<file path="src/logic/uart_rx_pkg.sv">
package uart_rx_pkg;

    // ----------------------------------------
    // Frame format encodings
    // ----------------------------------------

    // Number of data bits in one character
    typedef enum logic [1:0] {
        DW_5BIT = 2'b00,
        DW_6BIT = 2'b01,
        DW_7BIT = 2'b10,
        DW_8BIT = 2'b11
    } data_width_e;

    // Any code with the upper bit set disables the parity bit
    typedef enum logic [1:0] {
        PAR_EVEN = 2'b00,
        PAR_ODD  = 2'b01,
        PAR_NONE = 2'b10
    } parity_mode_e;

    // Only code 01 selects two stop bits, every other code means one
    typedef enum logic [1:0] {
        SB_1BIT = 2'b00,
        SB_2BIT = 2'b01
    } stop_bits_e;

    // Receiver FSM states
    typedef enum logic [2:0] {
        RX_IDLE,
        RX_START,
        RX_SAMPLE,
        RX_PARITY,
        RX_STOP
    } rx_state_e;

    // ----------------------------------------
    // Sizing constants
    // ----------------------------------------

    // Ticks per bit and the tick that lands in the middle of the start bit
    localparam int OVERSAMPLE = 16;
    localparam int TICK_W     = $clog2(OVERSAMPLE);
    localparam int MID_SAMPLE = 7;

    // Receive buffer geometry
    localparam int RX_BUF_DEPTH = 32;
    localparam int PTR_W        = $clog2(RX_BUF_DEPTH);
    localparam int LEVEL_W      = 6;
    localparam int RX_WORD_W    = 11;

    // The line rests high between frames
    localparam logic RX_LINE_IDLE = 1'b1;

    // Flag positions above the 8 data bits of a buffer word
    localparam int BIT_FRAME_ERR  = 8;
    localparam int BIT_PARITY_ERR = 9;
    localparam int BIT_OVERRUN    = 10;

endpackage : uart_rx_pkg

</file>
<file path="src/logic/rx_frame_if.sv">
`timescale 1ns/1ns

interface rx_frame_if;

    // One-cycle strobe marking the end of a received frame
    logic       frame_done;

    // Character right-aligned to the data width, upper bits zero
    logic [7:0] data;

    // Error flags, only meaningful while frame_done is high
    logic       frame_err;
    logic       parity_err;

    // The sampler produces a frame and never waits for the buffer
    modport sampler (
        output frame_done,
        output data,
        output frame_err,
        output parity_err
    );

    // The buffer consumes a frame in the cycle it is offered, or drops it
    modport buffer (
        input frame_done,
        input data,
        input frame_err,
        input parity_err
    );

endinterface : rx_frame_if

</file>
<file path="src/logic/rx_frame_sampler.sv">
`timescale 1ns/1ns

module rx_frame_sampler (
    input  logic                      clk_i,
    input  logic                      rst_n_i,
    input  logic                      enable_i,
    input  logic                      ov_baud_rt_i,
    input  logic                      rx_i,
    input  uart_rx_pkg::data_width_e  data_width_i,
    input  uart_rx_pkg::parity_mode_e parity_mode_i,
    input  uart_rx_pkg::stop_bits_e   stop_bits_number_i,
    output logic                      rx_idle_o,
    rx_frame_if.sampler               frame
);

    import uart_rx_pkg::*;

    // ----------------------------------------
    // State and counters
    // ----------------------------------------

    rx_state_e         state_q;
    logic [TICK_W-1:0] tick_cnt_q;
    logic [2:0]        bit_cnt_q;

    // Set once the first of two stop bits has been taken
    logic              stop_cnt_q;

    // Stays high only while every stop bit so far was sampled high
    logic              stop_ok_q;

    // Shift register for the data bits and the captured parity bit
    logic [7:0]        data_q;
    logic              parity_q;

    // Index of the last data bit for the selected width
    logic [2:0]        last_bit;
    assign last_bit = {1'b0, data_width_i} + 3'd4;

    // A tick that closes a full bit period, which is the middle of the bit
    logic bit_end;
    assign bit_end = ov_baud_rt_i && (tick_cnt_q == TICK_W'(OVERSAMPLE - 1));

    // The stop bit being sampled now is the final one of the frame
    logic last_stop;
    assign last_stop = (stop_bits_number_i != SB_2BIT) || stop_cnt_q;

    // ----------------------------------------
    // FSM
    // ----------------------------------------

    always_ff @(posedge clk_i or negedge rst_n_i) begin
        if (!rst_n_i) begin
            state_q    <= RX_IDLE;
            tick_cnt_q <= '0;
            bit_cnt_q  <= '0;
            stop_cnt_q <= 1'b0;
            stop_ok_q  <= 1'b1;
        end else begin
            // The tick counter wraps by itself since OVERSAMPLE is a power of two
            if (state_q != RX_IDLE && ov_baud_rt_i) begin
                tick_cnt_q <= tick_cnt_q + 1'b1;
            end

            case (state_q)
                RX_IDLE: begin
                    // A low line while enabled is taken as a start bit edge
                    if (rx_i != RX_LINE_IDLE && enable_i) begin
                        tick_cnt_q <= '0;
                        state_q    <= RX_START;
                    end
                end

                RX_START: begin
                    // Half a bit later the start bit is checked once more
                    if (ov_baud_rt_i && tick_cnt_q == TICK_W'(MID_SAMPLE)) begin
                        tick_cnt_q <= '0;
                        bit_cnt_q  <= '0;
                        stop_cnt_q <= 1'b0;
                        stop_ok_q  <= 1'b1;
                        // A glitch that is already gone is not a frame
                        if (rx_i == RX_LINE_IDLE) begin
                            state_q <= RX_IDLE;
                        end else begin
                            state_q <= RX_SAMPLE;
                        end
                    end
                end

                RX_SAMPLE: begin
                    if (bit_end) begin
                        bit_cnt_q <= bit_cnt_q + 1'b1;
                        if (bit_cnt_q == last_bit) begin
                            state_q <= parity_mode_i[1] ? RX_STOP : RX_PARITY;
                        end
                    end
                end

                RX_PARITY: begin
                    if (bit_end) begin
                        state_q <= RX_STOP;
                    end
                end

                RX_STOP: begin
                    if (bit_end) begin
                        stop_cnt_q <= 1'b1;
                        stop_ok_q  <= stop_ok_q && (rx_i == RX_LINE_IDLE);
                        if (last_stop) begin
                            state_q <= RX_IDLE;
                        end
                    end
                end

                default: begin
                    state_q <= RX_IDLE;
                end
            endcase
        end
    end

    // ----------------------------------------
    // Data path
    // ----------------------------------------

    // Bits arrive LSB first and enter at the top of the shift register
    always_ff @(posedge clk_i) begin
        if (state_q == RX_SAMPLE && bit_end) begin
            data_q <= {rx_i, data_q[7:1]};
        end
        if (state_q == RX_PARITY && bit_end) begin
            parity_q <= rx_i;
        end
    end

    // Narrow characters sit in the upper bits and need shifting down
    logic [1:0] align_shift;
    logic [7:0] data_aligned;
    logic       data_xor;

    assign align_shift  = 2'd3 - data_width_i;
    assign data_aligned = data_q >> align_shift;

    // Upper bits are zero after alignment so they do not change the XOR
    assign data_xor = ^data_aligned;

    always_comb begin
        case (parity_mode_i)
            PAR_EVEN: frame.parity_err = (parity_q != data_xor);
            PAR_ODD:  frame.parity_err = (parity_q != !data_xor);
            default:  frame.parity_err = 1'b0;
        endcase
    end

    // The frame ends in the cycle of the last stop bit sample
    assign frame.frame_done = (state_q == RX_STOP) && bit_end && last_stop;
    assign frame.data       = data_aligned;

    // A low sample on any stop bit, the current one included, is a framing error
    assign frame.frame_err = !(stop_ok_q && (rx_i == RX_LINE_IDLE));

    assign rx_idle_o = (state_q == RX_IDLE);

endmodule : rx_frame_sampler

</file>
<file path="src/logic/rx_buffer.sv">
`timescale 1ns/1ns

module rx_buffer (
    input  logic                        clk_i,
    input  logic                        rst_n_i,
    input  logic                        rx_fifo_read_i,
    input  logic [uart_rx_pkg::LEVEL_W-1:0] threshold_i,
    input  logic                        rx_data_stream_mode_i,
    rx_frame_if.buffer                  frame,
    output logic [7:0]                  data_rx_o,
    output logic                        frame_error_o,
    output logic                        parity_error_o,
    output logic                        overrun_error_o,
    output logic                        rx_fifo_full_o,
    output logic                        rx_fifo_empty_o,
    output logic                        rx_data_ready_o
);

    import uart_rx_pkg::*;

    // ----------------------------------------
    // Storage and pointers
    // ----------------------------------------

    logic [RX_WORD_W-1:0] mem [RX_BUF_DEPTH];
    logic [PTR_W-1:0]     wr_ptr_q;
    logic [PTR_W-1:0]     rd_ptr_q;
    logic [LEVEL_W-1:0]   level_q;

    // Characters were lost since the last stored one
    logic                 lost_q;
    logic                 ready_q;

    logic full;
    logic empty;
    logic wr_en;
    logic rd_en;

    assign full  = (level_q == LEVEL_W'(RX_BUF_DEPTH));
    assign empty = (level_q == '0);

    // A frame arriving at a full buffer is simply dropped
    assign wr_en = frame.frame_done && !full;
    assign rd_en = rx_fifo_read_i && !empty;

    // Buffer word with the flags at their fixed positions
    logic [RX_WORD_W-1:0] wr_word;

    always_comb begin
        wr_word                 = '0;
        wr_word[7:0]            = frame.data;
        wr_word[BIT_FRAME_ERR]  = frame.frame_err;
        wr_word[BIT_PARITY_ERR] = frame.parity_err;
        wr_word[BIT_OVERRUN]    = lost_q;
    end

    always_ff @(posedge clk_i) begin
        if (wr_en) begin
            mem[wr_ptr_q] <= wr_word;
        end
    end

    always_ff @(posedge clk_i or negedge rst_n_i) begin
        if (!rst_n_i) begin
            wr_ptr_q <= '0;
            rd_ptr_q <= '0;
            level_q  <= '0;
            lost_q   <= 1'b0;
        end else begin
            if (wr_en) begin
                wr_ptr_q <= wr_ptr_q + 1'b1;
            end
            if (rd_en) begin
                rd_ptr_q <= rd_ptr_q + 1'b1;
            end
            case ({wr_en, rd_en})
                2'b10:   level_q <= level_q + 1'b1;
                2'b01:   level_q <= level_q - 1'b1;
                default: level_q <= level_q;
            endcase
            // The flag rides on the next stored word and is then cleared
            if (frame.frame_done && full) begin
                lost_q <= 1'b1;
            end else if (wr_en) begin
                lost_q <= 1'b0;
            end
        end
    end

    // ----------------------------------------
    // Data-ready pulse
    // ----------------------------------------

    // Fill level counting the frame just ended, saturating when it was dropped
    logic [LEVEL_W-1:0] level_frame;
    logic               ready_d;

    assign level_frame = full ? level_q : level_q + 1'b1;

    always_comb begin
        if (!rx_data_stream_mode_i) begin
            ready_d = frame.frame_done;
        end else if (threshold_i != '0) begin
            ready_d = frame.frame_done && (level_frame >= threshold_i);
        end else begin
            // Threshold zero waits for a completely full buffer
            ready_d = frame.frame_done && (level_frame == LEVEL_W'(RX_BUF_DEPTH));
        end
    end

    always_ff @(posedge clk_i or negedge rst_n_i) begin
        if (!rst_n_i) begin
            ready_q <= 1'b0;
        end else begin
            ready_q <= ready_d;
        end
    end

    assign rx_data_ready_o = ready_q;

    // ----------------------------------------
    // Read side
    // ----------------------------------------

    // The head word falls through and is shown only during a valid read
    logic [RX_WORD_W-1:0] rd_word;
    assign rd_word = mem[rd_ptr_q];

    assign data_rx_o       = rd_en ? rd_word[7:0] : 8'h00;
    assign frame_error_o   = rd_en && rd_word[BIT_FRAME_ERR];
    assign parity_error_o  = rd_en && rd_word[BIT_PARITY_ERR];
    assign overrun_error_o = rd_en && rd_word[BIT_OVERRUN];

    // In stream mode with threshold zero the ready pulse already reports full
    assign rx_fifo_full_o  = full && !(rx_data_stream_mode_i && threshold_i == '0);
    assign rx_fifo_empty_o = empty;

endmodule : rx_buffer

</file>
<file path="src/logic/uart_rx.sv">
`timescale 1ns/1ns

module uart_rx (
    input  logic                            clk_i,
    input  logic                            rst_n_i,
    input  logic                            enable_i,
    input  logic                            ov_baud_rt_i,
    input  logic                            rx_i,
    input  logic                            rx_fifo_read_i,
    input  logic [uart_rx_pkg::LEVEL_W-1:0] threshold_i,
    input  logic                            rx_data_stream_mode_i,
    input  uart_rx_pkg::data_width_e        data_width_i,
    input  uart_rx_pkg::stop_bits_e         stop_bits_number_i,
    input  uart_rx_pkg::parity_mode_e       parity_mode_i,
    output logic [7:0]                      data_rx_o,
    output logic                            rx_data_ready_o,
    output logic                            rx_fifo_full_o,
    output logic                            rx_fifo_empty_o,
    output logic                            frame_error_o,
    output logic                            parity_error_o,
    output logic                            overrun_error_o,
    output logic                            rx_idle_o
);

    // Completed frames travel from the sampler to the buffer on this link
    rx_frame_if frame_if ();

    // Oversampling receiver for the serial line
    rx_frame_sampler sampler_inst (
        .clk_i              (clk_i),
        .rst_n_i            (rst_n_i),
        .enable_i           (enable_i),
        .ov_baud_rt_i       (ov_baud_rt_i),
        .rx_i               (rx_i),
        .data_width_i       (data_width_i),
        .parity_mode_i      (parity_mode_i),
        .stop_bits_number_i (stop_bits_number_i),
        .rx_idle_o          (rx_idle_o),
        .frame              (frame_if.sampler)
    );

    // Character storage with error flags and the data-ready logic
    rx_buffer buffer_inst (
        .clk_i                 (clk_i),
        .rst_n_i               (rst_n_i),
        .rx_fifo_read_i        (rx_fifo_read_i),
        .threshold_i           (threshold_i),
        .rx_data_stream_mode_i (rx_data_stream_mode_i),
        .frame                 (frame_if.buffer),
        .data_rx_o             (data_rx_o),
        .frame_error_o         (frame_error_o),
        .parity_error_o        (parity_error_o),
        .overrun_error_o       (overrun_error_o),
        .rx_fifo_full_o        (rx_fifo_full_o),
        .rx_fifo_empty_o       (rx_fifo_empty_o),
        .rx_data_ready_o       (rx_data_ready_o)
    );

endmodule : uart_rx

</file>
<file path="config.mk">
export PLATFORM = sky130hd
export DESIGN_NAME = uart_rx
export DESIGN_NICKNAME = d
export VERILOG_FILES = /design/src/logic/uart_rx_pkg.sv /design/src/logic/rx_frame_if.sv /design/src/logic/rx_frame_sampler.sv /design/src/logic/rx_buffer.sv /design/src/logic/uart_rx.sv
export SDC_FILE = /design/constraint.sdc
export NUM_CORES = 1
export LEC_CHECK = 0
export ABC_CLOCK_PERIOD_IN_PS = 9400
export BUFFER_PORTS_ARGS = -buffer_cell sky130_fd_sc_hd__buf_2
export CAP_MARGIN = 5
export CORE_ASPECT_RATIO = 1.4
export CORE_MARGIN = 3
export CORE_UTILIZATION = 64
export CTS_BUF_LIST = sky130_fd_sc_hd__clkbuf_16
export CTS_CLUSTER_DIAMETER = 50
export CTS_CLUSTER_SIZE = 8
export DETAILED_ROUTE_END_ITERATION = 8
export PLACE_DENSITY = 0.81
export REMOVE_ABC_BUFFERS = 1
export SETUP_SLACK_MARGIN = 0.2
export SLEW_MARGIN = 40
export SYNTH_ARGS = -nofsm -noshare
export SYNTH_HDL_FRONTEND = slang
export SYNTH_SLANG_ARGS = --single-unit
</file>
<file path="constraint.sdc">
create_clock -name clk_i -period 9.4 [get_ports clk_i]
set_input_delay 1.41 -clock clk_i [delete_from_list [all_inputs] [get_ports clk_i]]
set_output_delay 1.41 -clock clk_i [all_outputs]
set_load 0.02 [all_outputs]
</file>
==> results by group <==
Status
  – Status: complete, no violations

Clocking
  – Number of setup buffers added after CTS: 0
  – H-tree lvl count: 2
  – Clock root buffer: clkbuf_16
  – Num Clock Sinks: 391
  – Longest Clk Path Bufs: 3
  – CTS tree: done
  – CTS clk-pin slew, worst paths: 0.05 ns
  – Post-CTS Resized: 0
  – Clk Latency, worst-skew pair: 0.56 ns
  – TritonCTS Buffers: 54
  – Post-CTS Hold Fix Bufs: 0

Critical path
  – Critical path class: reg -> out
  – Worst setup EP type: output pin
  – R2r worst-path depth: 7
  – Startpoint Class: register
  – Critical Path Source: buffer_inst.rd_ptr_q[1]
  – Worst-path maximum fanout: 65
  – FF-to-FF setup slack: 6.19 ns
  – Worst Path Required: 7.99 ns
  – CP arrival: 3.60 ns
  – Reg2reg end: buffer_inst.mem[31][7]
  – Crit Reg-Reg Startpoint: buffer_inst.level_q[0]

Power and ir drop
  – Pwr dens: 275 nW/um2
  – Power, Total: 0.00506 W
  – Lkg Pwr: 6.52 nW
  – Peak VDD IR: 0.182 mV

Global routing
  – Gr usage total: 25.7%
  – Number of global-route vias before repair: 8823
  – Largest net degree at the start of global routing: 66
  – Initial antenna violation count: 0
  – Grt ovf: 0
  – First-pass GRT wire length: 52.6 mm

Detailed routing
  – Routed WL: 33.9 mm
  – DRC errors left: 0
  – Routed Antenna Nets: 0
  – Drt via density: 6.54
  – WL/cell: 26.1 um
  – Pre-antenna DRT Iters: 5
  – DRT iter0 DRCs: 882
  – Via Count: 8510

Synthesis
  – Adder-cell share of the synthesized area: 1.23%
  – Post-synthesis cell area: 16300 um2
  – Post-synthesis sequential area ratio: 71.1%
  – Post-synthesis mux area share: 15.8%
  – Cells after Synth: 896
  – Register bit count reported by yosys: 391
  – Post-synth EDFFs: 361
  – Count of cell types in the netlist: 50
  – Largest family of logic cells by synthesized area: multiplexers
  – Synth Area in Simple Gates: 5.03%
  – Yosys top cell area share: 66.5%
  – Synth area leader: edfxtp_1
  – Main area contributors after synthesis: edfxtp_1 67%, mux4_2 11%, dfrtp_1 4.5%
  – Yosys warning count: 0
  – Post-Synth XOR/XNOR Area: 1.56%
  – Synth Area in Compound Gates: 3.27%
  – Synth Flop Type: edfxtp_1
  – Mean Syn Cell Area: 18.2 um2
  – FFs w/ async S/R, synth: 7.67%

Worst hold path
  – Worst Hold End: sampler_inst.stop_ok_q
  – Hold Path Depth: 2
  – Type of the tightest min-delay check: reg -> reg
  – Hold Crit Start: sampler_inst.stop_ok_q

Finish
  – Register area: 11600 um2
  – Commonest non-fill, non-tap cell in the layout: edfxtp_1
  – Share of layout cells above drive strength 1: 24.8%
  – Finished Cell Area: 18400 um2
  – # diodes: 0
  – Multi-input logic area: 4470 um2
  – Post-synthesis to final-layout area growth: 12.8%
  – FILL cells: 1377
  – Commonest non-fill, non-tap cells in the layout: 361 x edfxtp_1, 78 x mux4_2, 57 x clkbuf_16
  – Final #Nets: 986

STA
  – RSZ-0062 raised after global routing: false
  – Clk_skew: 0.0201 ns
  – Slew Viols, Final: 0
  – Slew headroom: 47.3%
  – Max Fclk: 0.200 GHz
  – Final setup fails: 0
  – Worst-Margin Slew: 0.790 ns
  – Minimum clock period: 5.01 ns
  – Final period utilization: 53.3%
  – Setup Total Neg Slack: 0 ns
  – Final hold vios: 0
  – Setup ws final: 4.39 ns
  – Worst-case hold slack: 0.500 ns

Floorplanning
  – Die H: 195 um
  – Core area: 24800 um2
  – Core Rows: 68
  – Io pins: 34
  – Die width: 141 um
  – Starting density of the core: 65.6%
  – Die area: 27400 um2

Place
  – I/O Buffers: 33
  – Worst slack at placement: 4.69 ns
  – DP Area: 16800 um2
  – Gpl congestion: 0.873
  – Post-DP HPWL: 19.5 mm

Run
  – Max_cap viols: 0
state kept, by name (all words and copies together), names as in the netlist:
| signal | count |
|---|---|
| buffer_inst.mem | 352 |
| sampler_inst.data_q | 8 |
| buffer_inst.level_q | 6 |
| buffer_inst.rd_ptr_q | 5 |
| buffer_inst.wr_ptr_q | 5 |
| sampler_inst.tick_cnt_q | 4 |
| sampler_inst.bit_cnt_q | 3 |
| sampler_inst.state_q | 3 |
| buffer_inst.lost_q | 1 |
| buffer_inst.rx_data_ready_o | 1 |
| sampler_inst.parity_q | 1 |
| sampler_inst.stop_cnt_q | 1 |
| sampler_inst.stop_ok_q | 1 |
critical path, stage by stage, from the launching register on:
cell      delay, ns
dfrtp_4        0.71
buf_6          0.55
mux4_1         0.63
nor2b_1        0.16
a211oi_1       0.35
a21oi_1        0.12
o22ai_1        0.19
nor2_1         0.08
buf_2          0.16
cell usage after synthesis (3+ instances only):
cell / count
xnor2_1: 20
and3_1: 5
nand2_1: 53
nand3_1: 4
o21ai_0: 17
mux2i_1: 32
mux2_2: 16
inv_1: 12
a211oi_1: 12
dfrtp_1: 29
a21oi_1: 18
a22o_1: 5
nor2_1: 61
nand2b_1: 7
o22ai_1: 10
buf_1: 4
edfxtp_1: 361
ha_1: 16
buf_2: 24
nand3b_1: 3
a31oi_1: 5
clkbuf_1: 14
nor3_1: 8
nand4_1: 5
buf_4: 5
o31ai_1: 3
buf_6: 3
mux4_1: 13
xor2_1: 9
nor2b_1: 19
mux4_2: 77
worst max path at each step:
stage,end,depth (start not counted)
finish,parity_error_o,8
global route,parity_error_o,8
CTS,data_rx_o[1],7
detailed placement,data_rx_o[1],7
global placement,data_rx_o[1],7
floorplan,data_rx_o[5],4
layer usage:
layer	GRT usage (%)	part of all wire, %	vias to the layer above
li1	-	-	3685
met1	33.9	37	4344
met2	43.6	53	389
met3	4.09	6.4	92
met4	9.80	3.8	0
met5	0	0	-
power breakdown:
part / internal, W / leakage, nW / switching (W)
Sequential: 0.00195 / 3.81 / 0.000162
Combinational: 0.000581 / 1.82 / 0.000628
Clock: 0.00107 / 0.884 / 0.000672
layout make-up:
type,count,area share [%]
Timing Repair Buffer,50,1.70
Tap cell,315,2.14
Clock buffer,57,7.76
Clock inverter,34,0.694
Multi-Input combinational cell,442,24.3
Sequential cell,391,63.1
Inverter,12,0.245
cells by family after synthesis:
logic type	Yosys count
xor+xnor	29
simple gates	176
buf+inv	63
flops	391
mux	138
compound gates	83
fa+ha+maj	16
stage by stage:
step / instances / utilization [%]
final: 1301 / 74.0
after global placement: 1209 / 67.3
after floorplan: 845 / -
after CTS: 1300 / 73.9
after global routing: 1301 / 74.0
after detailed placement: 1209 / 67.6
No activity file was read; power rests on OpenSTA's default activity.
